**src/logic/sonar_pkg.sv**
```systemverilog
package sonar_pkg;

	// --------------------------------------------------
	// timing, scaled down for simulation
	// --------------------------------------------------
	// a real board at 50 MHz wants ~500 trig cycles and ~2900 per cm
	localparam int TRIG_CYCLES   = 10;   // trig pulse width
	localparam int CYCLES_PER_CM = 6;    // echo-high cycles per cm
	localparam int ECHO_TIMEOUT  = 400;  // max wait for echo rise and fall

	// --------------------------------------------------
	// widths and sizes
	// --------------------------------------------------
	localparam int ECHO_W       = 16;    // echo cycle count
	localparam int DIST_W       = 16;    // distance in cm
	localparam int QUEUE_DEPTH  = 4;     // result fifo entries
	localparam int CONS_CREDITS = 2;     // consumer credits at reset

	// derived counter widths
	localparam int TRIG_CNT_W = $clog2(TRIG_CYCLES);
	localparam int QPTR_W     = $clog2(QUEUE_DEPTH);
	localparam int QCNT_W     = $clog2(QUEUE_DEPTH + 1);   // holds 0..depth
	localparam int CRED_W     = $clog2(CONS_CREDITS + 1);  // holds 0..credits

	// ranging fsm state codes
	localparam logic [1:0] ST_IDLE = 2'd0;
	localparam logic [1:0] ST_TRIG = 2'd1;
	localparam logic [1:0] ST_WAIT = 2'd2;

endpackage
```
**src/logic/meas_if.sv**
```systemverilog
`timescale 1ns/1ps

// one raw echo measurement from the ranging fsm to the converter,
// plus the single credit that comes back once it is queued
interface meas_if
	import sonar_pkg::*;
();

	logic              valid;        // one-cycle pulse
	logic [ECHO_W-1:0] echo_cycles;  // echo-high cycles
	logic              timed_out;    // echo missing or too long
	logic              credit;       // one-cycle pulse back to src

	modport src (
		output valid,
		output echo_cycles,
		output timed_out,
		input  credit
	);

	modport dst (
		input  valid,
		input  echo_cycles,
		input  timed_out,
		output credit
	);

endinterface

```
**src/logic/sonar_top.sv**
```systemverilog
`timescale 1ns/1ps

module sonar_top
	import sonar_pkg::*;
(
	input  logic              CLK,
	input  logic              RST_N,
	input  logic              start_n,       // low requests one measurement
	input  logic              echo,          // sensor echo pin
	input  logic              dist_credit,   // consumer credit return
	output logic              trig,          // sensor trig pin
	output logic              dist_valid,
	output logic [DIST_W-1:0] dist_cm,
	output logic              dist_timeout
);

	// --------------------------------------------------
	// converter to queue
	// --------------------------------------------------
	logic              push;
	logic              push_timeout;
	logic [DIST_W-1:0] push_dist;
	logic              full;

	meas_if u_meas ();   // fsm to converter, one credit deep

	ranging_fsm u_ranging_fsm (
		.CLK     (CLK),
		.RST_N   (RST_N),
		.start_n (start_n),
		.echo    (echo),
		.trig    (trig),
		.meas    (u_meas)
	);

	pulse_to_cm u_pulse_to_cm (
		.CLK          (CLK),
		.RST_N        (RST_N),
		.full         (full),
		.meas         (u_meas),
		.push         (push),
		.push_timeout (push_timeout),
		.push_dist    (push_dist)
	);

	result_queue u_result_queue (
		.CLK          (CLK),
		.RST_N        (RST_N),
		.push         (push),
		.push_timeout (push_timeout),
		.push_dist    (push_dist),
		.dist_credit  (dist_credit),
		.full         (full),
		.dist_valid   (dist_valid),
		.dist_cm      (dist_cm),
		.dist_timeout (dist_timeout)
	);

endmodule

```
**src/logic/result_queue.sv**
```systemverilog
`timescale 1ns/1ps

module result_queue
	import sonar_pkg::*;
(
	input  logic              CLK,
	input  logic              RST_N,
	input  logic              push,
	input  logic              push_timeout,
	input  logic [DIST_W-1:0] push_dist,
	input  logic              dist_credit,   // pulse from the consumer
	output logic              full,
	output logic              dist_valid,
	output logic [DIST_W-1:0] dist_cm,
	output logic              dist_timeout
);

	logic [DIST_W:0]   mem [QUEUE_DEPTH];   // {timeout, dist}
	logic [QPTR_W-1:0] wr_ptr;
	logic [QPTR_W-1:0] rd_ptr;
	logic [QCNT_W-1:0] count;
	logic [CRED_W-1:0] credits;             // consumer credits left
	logic              pop;

	assign full = (count == QCNT_W'(QUEUE_DEPTH));
	// pop whenever there is data and the consumer can take it
	assign pop  = (count != '0) && (credits != '0);

	// --------------------------------------------------
	// storage and output register
	// --------------------------------------------------
	always_ff @(posedge CLK)
	begin
		if (push)
			mem[wr_ptr] <= {push_timeout, push_dist};
		if (pop)
			{dist_timeout, dist_cm} <= mem[rd_ptr];
	end

	// --------------------------------------------------
	// pointers, fill level, credits
	// --------------------------------------------------
	always_ff @(posedge CLK or negedge RST_N)
	begin
		if (!RST_N)
		begin
			wr_ptr     <= '0;
			rd_ptr     <= '0;
			count      <= '0;
			credits    <= CRED_W'(CONS_CREDITS);
			dist_valid <= 1'b0;
		end
		else
		begin
			dist_valid <= pop;
			if (push)
				wr_ptr <= (wr_ptr == QPTR_W'(QUEUE_DEPTH - 1)) ? '0 : wr_ptr + 1'b1;
			if (pop)
				rd_ptr <= (rd_ptr == QPTR_W'(QUEUE_DEPTH - 1)) ? '0 : rd_ptr + 1'b1;
			case ({push, pop})
				2'b10:   count <= count + 1'b1;
				2'b01:   count <= count - 1'b1;
				default: count <= count;   // both or neither
			endcase
			// spend on pop, refund on consumer pulse, same cycle is net zero
			credits <= credits - CRED_W'(pop) + CRED_W'(dist_credit);
		end
	end

	a_no_push_full: assert property (@(posedge CLK) disable iff (!RST_N)
		push |-> !full)
		else $error("push into a full result queue");

	// a consumer returning more than it was given breaks the count
	a_credit_max: assert property (@(posedge CLK) disable iff (!RST_N)
		credits <= CRED_W'(CONS_CREDITS))
		else $error("consumer credit count above limit");

endmodule

```
**src/logic/pulse_to_cm.sv**
```systemverilog
`timescale 1ns/1ps

module pulse_to_cm
	import sonar_pkg::*;
(
	input  logic              CLK,
	input  logic              RST_N,
	input  logic              full,          // queue back-pressure
	meas_if.dst               meas,
	output logic              push,
	output logic              push_timeout,
	output logic [DIST_W-1:0] push_dist
);

	logic              holding;   // a measurement is latched
	logic [ECHO_W-1:0] rem;       // cycles left to divide
	logic [DIST_W-1:0] quot;      // whole cm so far
	logic              tmo;
	logic              done;

	// --------------------------------------------------
	// divide by repeated subtraction
	// --------------------------------------------------
	// done once the remainder drops below one cm
	assign done = holding && (rem < ECHO_W'(CYCLES_PER_CM));

	always_ff @(posedge CLK)
	begin
		if (meas.valid)
		begin
			rem  <= meas.timed_out ? '0 : meas.echo_cycles;   // timeout gives 0 cm
			quot <= '0;
			tmo  <= meas.timed_out;
		end
		else if (holding && !done)
		begin
			rem  <= rem - ECHO_W'(CYCLES_PER_CM);
			quot <= quot + 1'b1;
		end
	end

	// --------------------------------------------------
	// hand off to the queue
	// --------------------------------------------------
	assign push         = done && !full;   // result held while full
	assign push_dist    = quot;
	assign push_timeout = tmo;

	always_ff @(posedge CLK or negedge RST_N)
	begin
		if (!RST_N)
		begin
			holding     <= 1'b0;
			meas.credit <= 1'b0;
		end
		else
		begin
			meas.credit <= push;   // credit back the cycle after the push
			if (meas.valid)
				holding <= 1'b1;
			else if (push)
				holding <= 1'b0;
		end
	end

	// the fsm waits for the credit, so nothing lands on a held result
	a_no_overrun: assert property (@(posedge CLK) disable iff (!RST_N)
		meas.valid |-> !holding)
		else $error("new measurement while one is still held");

endmodule

```
**src/logic/ranging_fsm.sv**
```systemverilog
`timescale 1ns/1ps

module ranging_fsm
	import sonar_pkg::*;
(
	input  logic CLK,
	input  logic RST_N,
	input  logic start_n,   // async low request for a measurement
	input  logic echo,      // async echo from the sensor
	output logic trig,
	meas_if.src  meas
);

	logic                  start_s1;
	logic                  start_s2;
	logic                  echo_s1;
	logic                  echo_s2;
	logic                  echo_d;       // previous synced echo for fall detect
	logic [1:0]            state;
	logic [1:0]            state_nxt;
	logic [TRIG_CNT_W-1:0] trig_cnt;
	logic [ECHO_W-1:0]     echo_cnt;     // saturating echo-high cycle count
	logic [ECHO_W-1:0]     wait_cnt;     // all cycles spent in wait
	logic                  have_credit;
	logic                  start_req;
	logic                  echo_fall;
	logic                  wait_over;
	logic                  send;

	// --------------------------------------------------
	// two-flop synchronizers
	// --------------------------------------------------
	always_ff @(posedge CLK or negedge RST_N)
	begin
		if (!RST_N)
		begin
			start_s1 <= 1'b1;   // idle level of start_n
			start_s2 <= 1'b1;
			echo_s1  <= 1'b0;
			echo_s2  <= 1'b0;
			echo_d   <= 1'b0;
		end
		else
		begin
			start_s1 <= start_n;
			start_s2 <= start_s1;
			echo_s1  <= echo;
			echo_s2  <= echo_s1;
			echo_d   <= echo_s2;
		end
	end

	// start only counts in idle with the credit and is never stored
	assign start_req = (state == ST_IDLE) && !start_s2 && have_credit;
	assign echo_fall = echo_d && !echo_s2;
	// two extra cycles cover the echo synchronizer
	assign wait_over = (wait_cnt == ECHO_W'(ECHO_TIMEOUT + 1));
	assign send      = (state == ST_WAIT) && (echo_fall || wait_over);

	// --------------------------------------------------
	// state machine
	// --------------------------------------------------
	always_ff @(posedge CLK or negedge RST_N)
	begin
		if (!RST_N)
			state <= ST_IDLE;
		else
			state <= state_nxt;
	end

	always_comb
	begin
		state_nxt = state;
		case (state)
			ST_IDLE:
				if (start_req)
					state_nxt = ST_TRIG;
			ST_TRIG:
				if (trig_cnt == TRIG_CNT_W'(TRIG_CYCLES - 1))
					state_nxt = ST_WAIT;
			ST_WAIT:
				if (echo_fall || wait_over)
					state_nxt = ST_IDLE;
			default:
				state_nxt = ST_IDLE;
		endcase
	end

	assign trig = (state == ST_TRIG);

	// trig width and echo counters
	always_ff @(posedge CLK or negedge RST_N)
	begin
		if (!RST_N)
		begin
			trig_cnt <= '0;
			echo_cnt <= '0;
			wait_cnt <= '0;
		end
		else
		begin
			if (state == ST_TRIG)
				trig_cnt <= trig_cnt + 1'b1;
			else
				trig_cnt <= '0;
			if (state == ST_WAIT)
			begin
				wait_cnt <= wait_cnt + 1'b1;
				if (echo_s2 && echo_cnt != '1)   // stick at the top
					echo_cnt <= echo_cnt + 1'b1;
			end
			else
			begin
				wait_cnt <= '0;
				echo_cnt <= '0;
			end
		end
	end

	// --------------------------------------------------
	// measurement out and credit handling
	// --------------------------------------------------
	always_ff @(posedge CLK or negedge RST_N)
	begin
		if (!RST_N)
		begin
			meas.valid  <= 1'b0;
			have_credit <= 1'b1;   // converter starts empty
		end
		else
		begin
			meas.valid <= send;
			if (send)
				have_credit <= 1'b0;
			else if (meas.credit)
				have_credit <= 1'b1;
		end
	end

	always_ff @(posedge CLK)
	begin
		if (send)
		begin
			meas.timed_out   <= !echo_fall;                 // fall wins a tie
			meas.echo_cycles <= echo_fall ? echo_cnt : '0;
		end
	end

	// trig is one clean pulse of the full width
	a_trig_width: assert property (@(posedge CLK) disable iff (!RST_N)
		$rose(trig) |-> trig [*TRIG_CYCLES] ##1 !trig)
		else $error("trig pulse width wrong");

	a_valid_credit: assert property (@(posedge CLK) disable iff (!RST_N)
		meas.valid |-> $past(have_credit))
		else $error("measurement sent without credit");

endmodule

```
**config.mk**
```make
export PLATFORM = sky130hd
export DESIGN_NAME = sonar_top
export DESIGN_NICKNAME = d
export VERILOG_FILES = /design/src/logic/sonar_pkg.sv /design/src/logic/meas_if.sv /design/src/logic/sonar_top.sv /design/src/logic/result_queue.sv /design/src/logic/pulse_to_cm.sv /design/src/logic/ranging_fsm.sv
export SDC_FILE = /design/constraint.sdc
export NUM_CORES = 1
export LEC_CHECK = 0
export ABC_CLOCK_PERIOD_IN_PS = 2700
export BUFFER_PORTS_ARGS = -buffer_cell sky130_fd_sc_hd__buf_2
export CORE_MARGIN = 2
export CORE_UTILIZATION = 50
export DETAILED_ROUTE_END_ITERATION = 6
export PLACE_DENSITY_LB_ADDON = 0.15
export SLEW_MARGIN = 40
export SYNTH_ARGS = -nofsm -noshare
export SYNTH_HDL_FRONTEND = slang
export SYNTH_SLANG_ARGS = --single-unit
```
**constraint.sdc**
```tcl
create_clock -name CLK -period 2.7 [get_ports CLK]
set_input_delay 0.54 -clock CLK [delete_from_list [all_inputs] [get_ports CLK]]
set_output_delay 0.54 -clock CLK [all_outputs]
set_load 0.005 [all_outputs]
```
# --- Word level (Yosys, flattened, before mapping) ---
# Memory sizes are Yosys's and may differ from the RTL's. A register that Yosys moved wholly into a read port is not among the register bits.
# Cells that the tools add are included.
# W data, S select, Z words.
op_classes:
  n_eq_ne: 14
  magnitude_cmp: 1
  reduce_logical: 23
  mux: 20
  addsub: 11
op_table:
  columns: ["operator", "count"]
  rows:
  - ["$mux W16", 6]
  - ["$add A16 B1 Y16 const B", 3]
  - ["$eq A16 B9 Y1 const B", 1]
  - ["$lt A16 B3 Y1 const B", 1]
  - ["$ne A16 B16 Y1 const B", 1]
  - ["$sub A16 B3 Y16 const B", 1]
  - ["$mux W2", 5]
  - ["$reduce_bool A2 Y1", 5]
  - ["$logic_and A1 B1 Y1", 9]
  - ["$eq A2 B2 Y1 const B", 4]
  - ["$mux W1", 6]
  - ["$pmux W2 S3", 1]
  - ["$pmux W3 S2", 1]
  - ["$logic_not A1 Y1", 5]
  - ["$add A2 B1 Y2 const B", 2]
  - ["$add A4 B1 Y4 const B", 1]
  - ["$eq A2 B1 Y1 const B", 2]
  - ["$eq A4 B4 Y1 const B", 1]
  - ["$mux W4", 1]
  - ["$ne A2 B1 Y1 const B", 2]
  - ["$ne A2 B2 Y1 const B", 2]
  - ["$add A3 B1 Y3 const B", 1]
  - ["$eq A3 B3 Y1 const B", 1]
  - ["$reduce_and A3 Y1", 1]
  - ["other kinds (6)", 6]
totals:
  output_inout_bits: 19
  n_memories: 1
  elab_cells: 93
  ramBits: 68
  register_bits: 107
memory_table:
  columns: ["name", "words", "word_bits", "rd", "rd_clocked_by_memory_dff", "wr", "line_no", "text"]
  rows:
  - ["u_result_queue.mem", 4, 17, 1, 1, 1, "result_queue.sv:18", "logic [DIST_W:0] mem [QUEUE_DEPTH];"]

# --- Logic depth before layout (Yosys ltp) ---
depth:
  depth_word: 6
  depth_mapped: 10
  ltp_nobuf: 9

# --- Hierarchy ---
# From an unflattened synthesis, not the netlist that was laid out.
hier_totals:
  hier_cells: 588
  hier_area_um2: 8119.0
modules_own_cells:
  columns: ["module", "n_inst", "cells_per_inst", "seq_area_each_um2", "area_per_inst_um2"]
  rows:
  - ["result_queue", 1, 154, 2803.9, 3565.9]
  - ["ranging_fsm", 1, 250, 1640.3, 2778.9]
  - ["pulse_to_cm", 1, 184, 850.8, 1774.2]

# --- Least setup slack after synthesis ---
# Ideal clock, no wire load.
synth_path:
  kind: "register -> register"
  from: "reg u_pulse_to_cm.rem[1]"
  to: "mem u_result_queue.mem[0][0] in the netlist's numbering (enable)"
  arrival_time_ps: 1992
  t_required_ps: 2325
  setup_slack_ps: 333
  n_path_buf: 1
  path_stages_with_launch: 7
  path_cell_list: "edfxtp_1 > a2111oi_2 > and4_1 > buf_4 > nand3_4 > inv_2 > and2_1"
synth_between:
  elab_chain_cells: 5
synth_rtl:
  columns: ["element", "line_no", "text"]
  rows:
  - ["start, declared", "pulse_to_cm.sv:16", "logic [ECHO_W-1:0] rem;"]
  - ["start signal, assigned", "pulse_to_cm.sv:31", "rem <= meas.timed_out ? '0 : meas.echo_cycles;"]
  - ["start signal, assigned", "pulse_to_cm.sv:37", "rem <= rem - ECHO_W'(CYCLES_PER_CM);"]
  - ["$lt A16 B3 Y1", "pulse_to_cm.sv:25", "assign done = holding && (rem < ECHO_W'(CYCLES_PER_CM));"]
  - ["$logic_and A1 B1 Y1", "pulse_to_cm.sv:25", null]
  - ["$logic_and A1 B1 Y1", "pulse_to_cm.sv:45", "assign push = done && !full;"]
  - ["via push", "sonar_top.sv:20", "logic push;"]
  - ["$mux W1", "result_queue.sv:34", "if (push)"]
  - ["$mux W1 (not written as such)", "result_queue.sv:35", "mem[wr_ptr] <= {push_timeout, push_dist};"]
  - ["end, declared", "result_queue.sv:18", null]
# The timed path passes the listed nets, and every way through them passes these cells.

# --- Worst setup path after layout ---
layout_path:
  from: "reg u_pulse_to_cm.rem[1]"
  to: "reg u_pulse_to_cm.rem[13], data pin"
layout_between:
  elab_chain_cells: 3
layout_rtl:
  columns: ["element", "line_no", "text"]
  rows:
  - ["$sub A16 B3 Y16", "pulse_to_cm.sv:37", null]
  - ["$mux W16", "pulse_to_cm.sv:35", "else if (holding && !done)"]
  - ["$mux W16", "pulse_to_cm.sv:29", "if (meas.valid)"]
# Every way passes these cells. The select of a mux whose other input is x is not followed.
# A chain may end at the register's enable or synchronous reset.

==> flow_summary.yaml <==
outcome:
  outcome: "finished, final reports clean"
cts:
  clock-sinks: 190
  cts.hold.buffers_added: 0
  cts_tree: "yes"
  clk_latency_ps: 430
  postCtsSetupBuffers: 0
  cts_buffers: 17
  cts.clk_slew.worst_paths_ps: 60
  clockBufferDepth: 2
  ctsResizeCount: 0
  cts-root-buf: "clkbuf_16"
  htreeDepth: 4
final_layout:
  antenna_cells: 0
  layout.nets: 628
  fillers: 1188
  synthToLayoutAreaGrowth_pct: 12.8
  drive_above_1_share: 0.155
  final_area_um2: 8860
  fin_cells: 831
  final_util: 0.581
critical_path:
  r2r-start: "u_pulse_to_cm.rem[1]"
  r2r_end: "u_pulse_to_cm.rem[13]"
  required_ps: 2870
  crit_path_start_kind: "register"
  path_max_fanout: 4
  arrival_ps: 2530
  cp-endpoint: "u_pulse_to_cm.rem[13]"
  r2r_setup_slack_ps: 350
  cp.depth: 6
  worstSetupPathType: "register to register"
  rr_worst_depth: 6
  cp_top_family: "simple AND/OR/NAND/NOR gates"
  endpoint_kind: "register"
  path_buf_inv: 0
  crit_chain: "ha_1 > or4_4 > or3b_4 > nor3_2 > nor3b_1 > a221o_1"
  critical_path.max_stage_delay_ps: 460
  crit_path_top_delay_cell: "or4_4"
  crit_path_start: "u_pulse_to_cm.rem[1]"
floorplanning:
  io_pins: 24
  fp.coreArea_um2: 15300
  start_util: 0.515
  dieArea_um2: 16700
  die_y_um: 129
  fp-row-count: 45
  die_w_um: 129
power:
  powerDensity_nw_per_um2: 631
  p_leak_nw: 3.47
  max-vdd-ir-drop_uv: 475
  power_mw: 5.60
timing:
  period_needed_ps: 2350
  tightestPinTransition_ps: 717
  fmax_mhz: 425
  fin_tns_setup_ps: 0
  rsz0062_at_grt: "false"
  fin_skew_ps: 8.40
  period_share: 0.872
  final.setup.worst_slack_ps: 347
  final_hold_viol_count: 0
  whs_ps: 166
  setup_viol: 0
  finalMaxSlewViolations: 0
  relSlewSlack: 0.522
synthesis:
  yosys_warnings: 0
  ys_ff_latch: 190
  synth_top_area_share: 0.447
  synthesis.nets: 591
  yosysUniqueCellTypes: 51
  syn_area_um2: 7860
  async_flop_share: 0.300
  synthFlopType: "edfxtp_1"
  syn_inst: 570
  synth_edf_count: 117
  synth_top_cell_by_area: "edfxtp_1"
  ys_seq_area_frac: 0.670
  syn_avg_cell_area_um2: 13.8
  synth_area_leaders: "edfxtp_1 45%, dfrtp_1 17%, mux4_2 4.9%"
placement:
  postPlaceCellArea_um2: 8280
  place_ws_ps: 356
  gp_congestion: 0.861
  place_inst: 799
  port_buffers: 23
  hpwl_mm: 8.38
global_route:
  first_global_vias: 4478
  grt_pass1_wl_mm: 21.2
  track_usage: 0.165
  grt_max_degree: 35
  grt_remaining_overflow: 0
  antenna_found_initial: 0
routing:
  wire_per_inst_um: 15.2
  vias: 4391
  drt_wl_total_mm: 12.6
  firstDrtPassIters: 4
  drcViolationCount: 0
  vias_per_cell: 5.28
  drt_iter0_markers: 229
  ant_nets: 0
worst_hold_path:
  hold_path_class: "input pin to asynchronous set/reset pin"
flow_run:
  drv_cap: 0
## kinds of logic (layout without fill, tap and decap cells)
logic type | count (synthesis) | after routing | synth area share
buf+inv | 35 | 85 | 0.0180
compound gates | 50 | 50 | 0.0369
mux | 18 | 18 | 0.0500
simple gates | 209 | 209 | 0.141
xor+xnor | 52 | 52 | 0.0579
fa+ha+maj | 16 | 16 | 0.0264
flops | 190 | 190 | 0.670
## cell type report
class                      count  area, um^2  share of cell area
clock buffer                  23         469              0.0529
clock inverter                 9         113              0.0127
inverter                      15        56.3             0.00635
multi-input combinational    345        2460               0.277
sequential                   190        5270               0.594
tap                          211         264              0.0298
timing repair buffer          38         240              0.0271
## how the worst min path moves through the flow
stage | start | endpoint | slack [ps]
2_1_floorplan | RST_N | u_pulse_to_cm.holding | 240
3_3_place_gp | u_ranging_fsm.echo_s1 | u_ranging_fsm.echo_s2 | 340
3_5_place_dp | u_ranging_fsm.echo_s1 | u_ranging_fsm.echo_s2 | 340
4_1_cts | RST_N | u_ranging_fsm.wait_cnt[8] | 180
5_1_grt | start_n | u_ranging_fsm.start_s1 | 190
6_report | RST_N | u_ranging_fsm.wait_cnt[8] | 170
## cell usage in the layout (no fill, tap or decap), drive strengths merged, types with 3 or more instances in the layout
| cell type | n |
|---|---|
| xor2 | 28 |
| a21oi | 14 |
| and2 | 22 |
| clkinv | 6 |
| ha | 15 |
| or2 | 3 |
| buf | 38 |
| nand2 | 33 |
| nand3b | 3 |
| o21ai | 25 |
| nor3b | 3 |
| nor4 | 9 |
| inv | 15 |
| and4 | 4 |
| edfxtp | 117 |
| mux4 | 17 |
| dfxtp | 16 |
| or3 | 12 |
| xnor2 | 24 |
| nand2b | 4 |
| clkbuf | 23 |
| nor3 | 8 |
| nand4 | 18 |
| dfrtp | 53 |
| nand3 | 22 |
| nor2 | 55 |
| and3 | 4 |
| dfstp | 4 |
| a21o | 3 |
## power by group
part | internal, mW | switching (mW)
logic | 0.0254 | 0.0352
clock network | 1.42 | 1.02
registers | 3.08 | 0.0130
total | 4.53 | 1.06
## state kept, by name, summed over array words and instances, names as in the netlist, 2 cells and up
signal,cells
u_ranging_fsm.state,2
u_result_queue.dist_cm,16
u_ranging_fsm.trig_cnt,4
u_result_queue.count,3
u_result_queue.rd_ptr,2
u_ranging_fsm.echo_cnt,16
u_pulse_to_cm.rem,15
u_ranging_fsm.wait_cnt,16
u_pulse_to_cm.push_dist,16
u_result_queue.mem,68
u_ranging_fsm.meas.echo_cycles,15
u_result_queue.credits,2
u_result_queue.wr_ptr,2
## cell usage after synthesis (3+ instances only)
master / count
dfrtp_1: 53
nor2_1: 55
o21ai_1: 4
or3_1: 12
a21oi_1: 14
nand2_1: 33
edfxtp_1: 117
and2_1: 22
nor4_1: 9
nor3_1: 7
xnor2_1: 24
nand2b_1: 4
inv_1: 14
mux4_2: 17
o21ai_0: 21
nand3b_1: 3
and3_1: 4
nand4_1: 18
xor2_1: 28
dfxtp_1: 16
clkbuf_1: 13
dfstp_2: 4
and4_1: 4
nand3_1: 21
ha_1: 15
buf_2: 5
nor3b_1: 3
a21o_1: 3
## per-layer routing
metal | track usage | wire length (um) | part of all wire | up-vias
li1 | - | - | - | 2144
met4 | 0.0595 | 152 | 0.012 | 0
met1 | 0.193 | 5610 | 0.44 | 2187
met5 | 0 | 0 | 0 | -
met2 | 0.288 | 6490 | 0.51 | 48
met3 | 0.0504 | 357 | 0.028 | 12
Power figures use the tool's default switching activity.
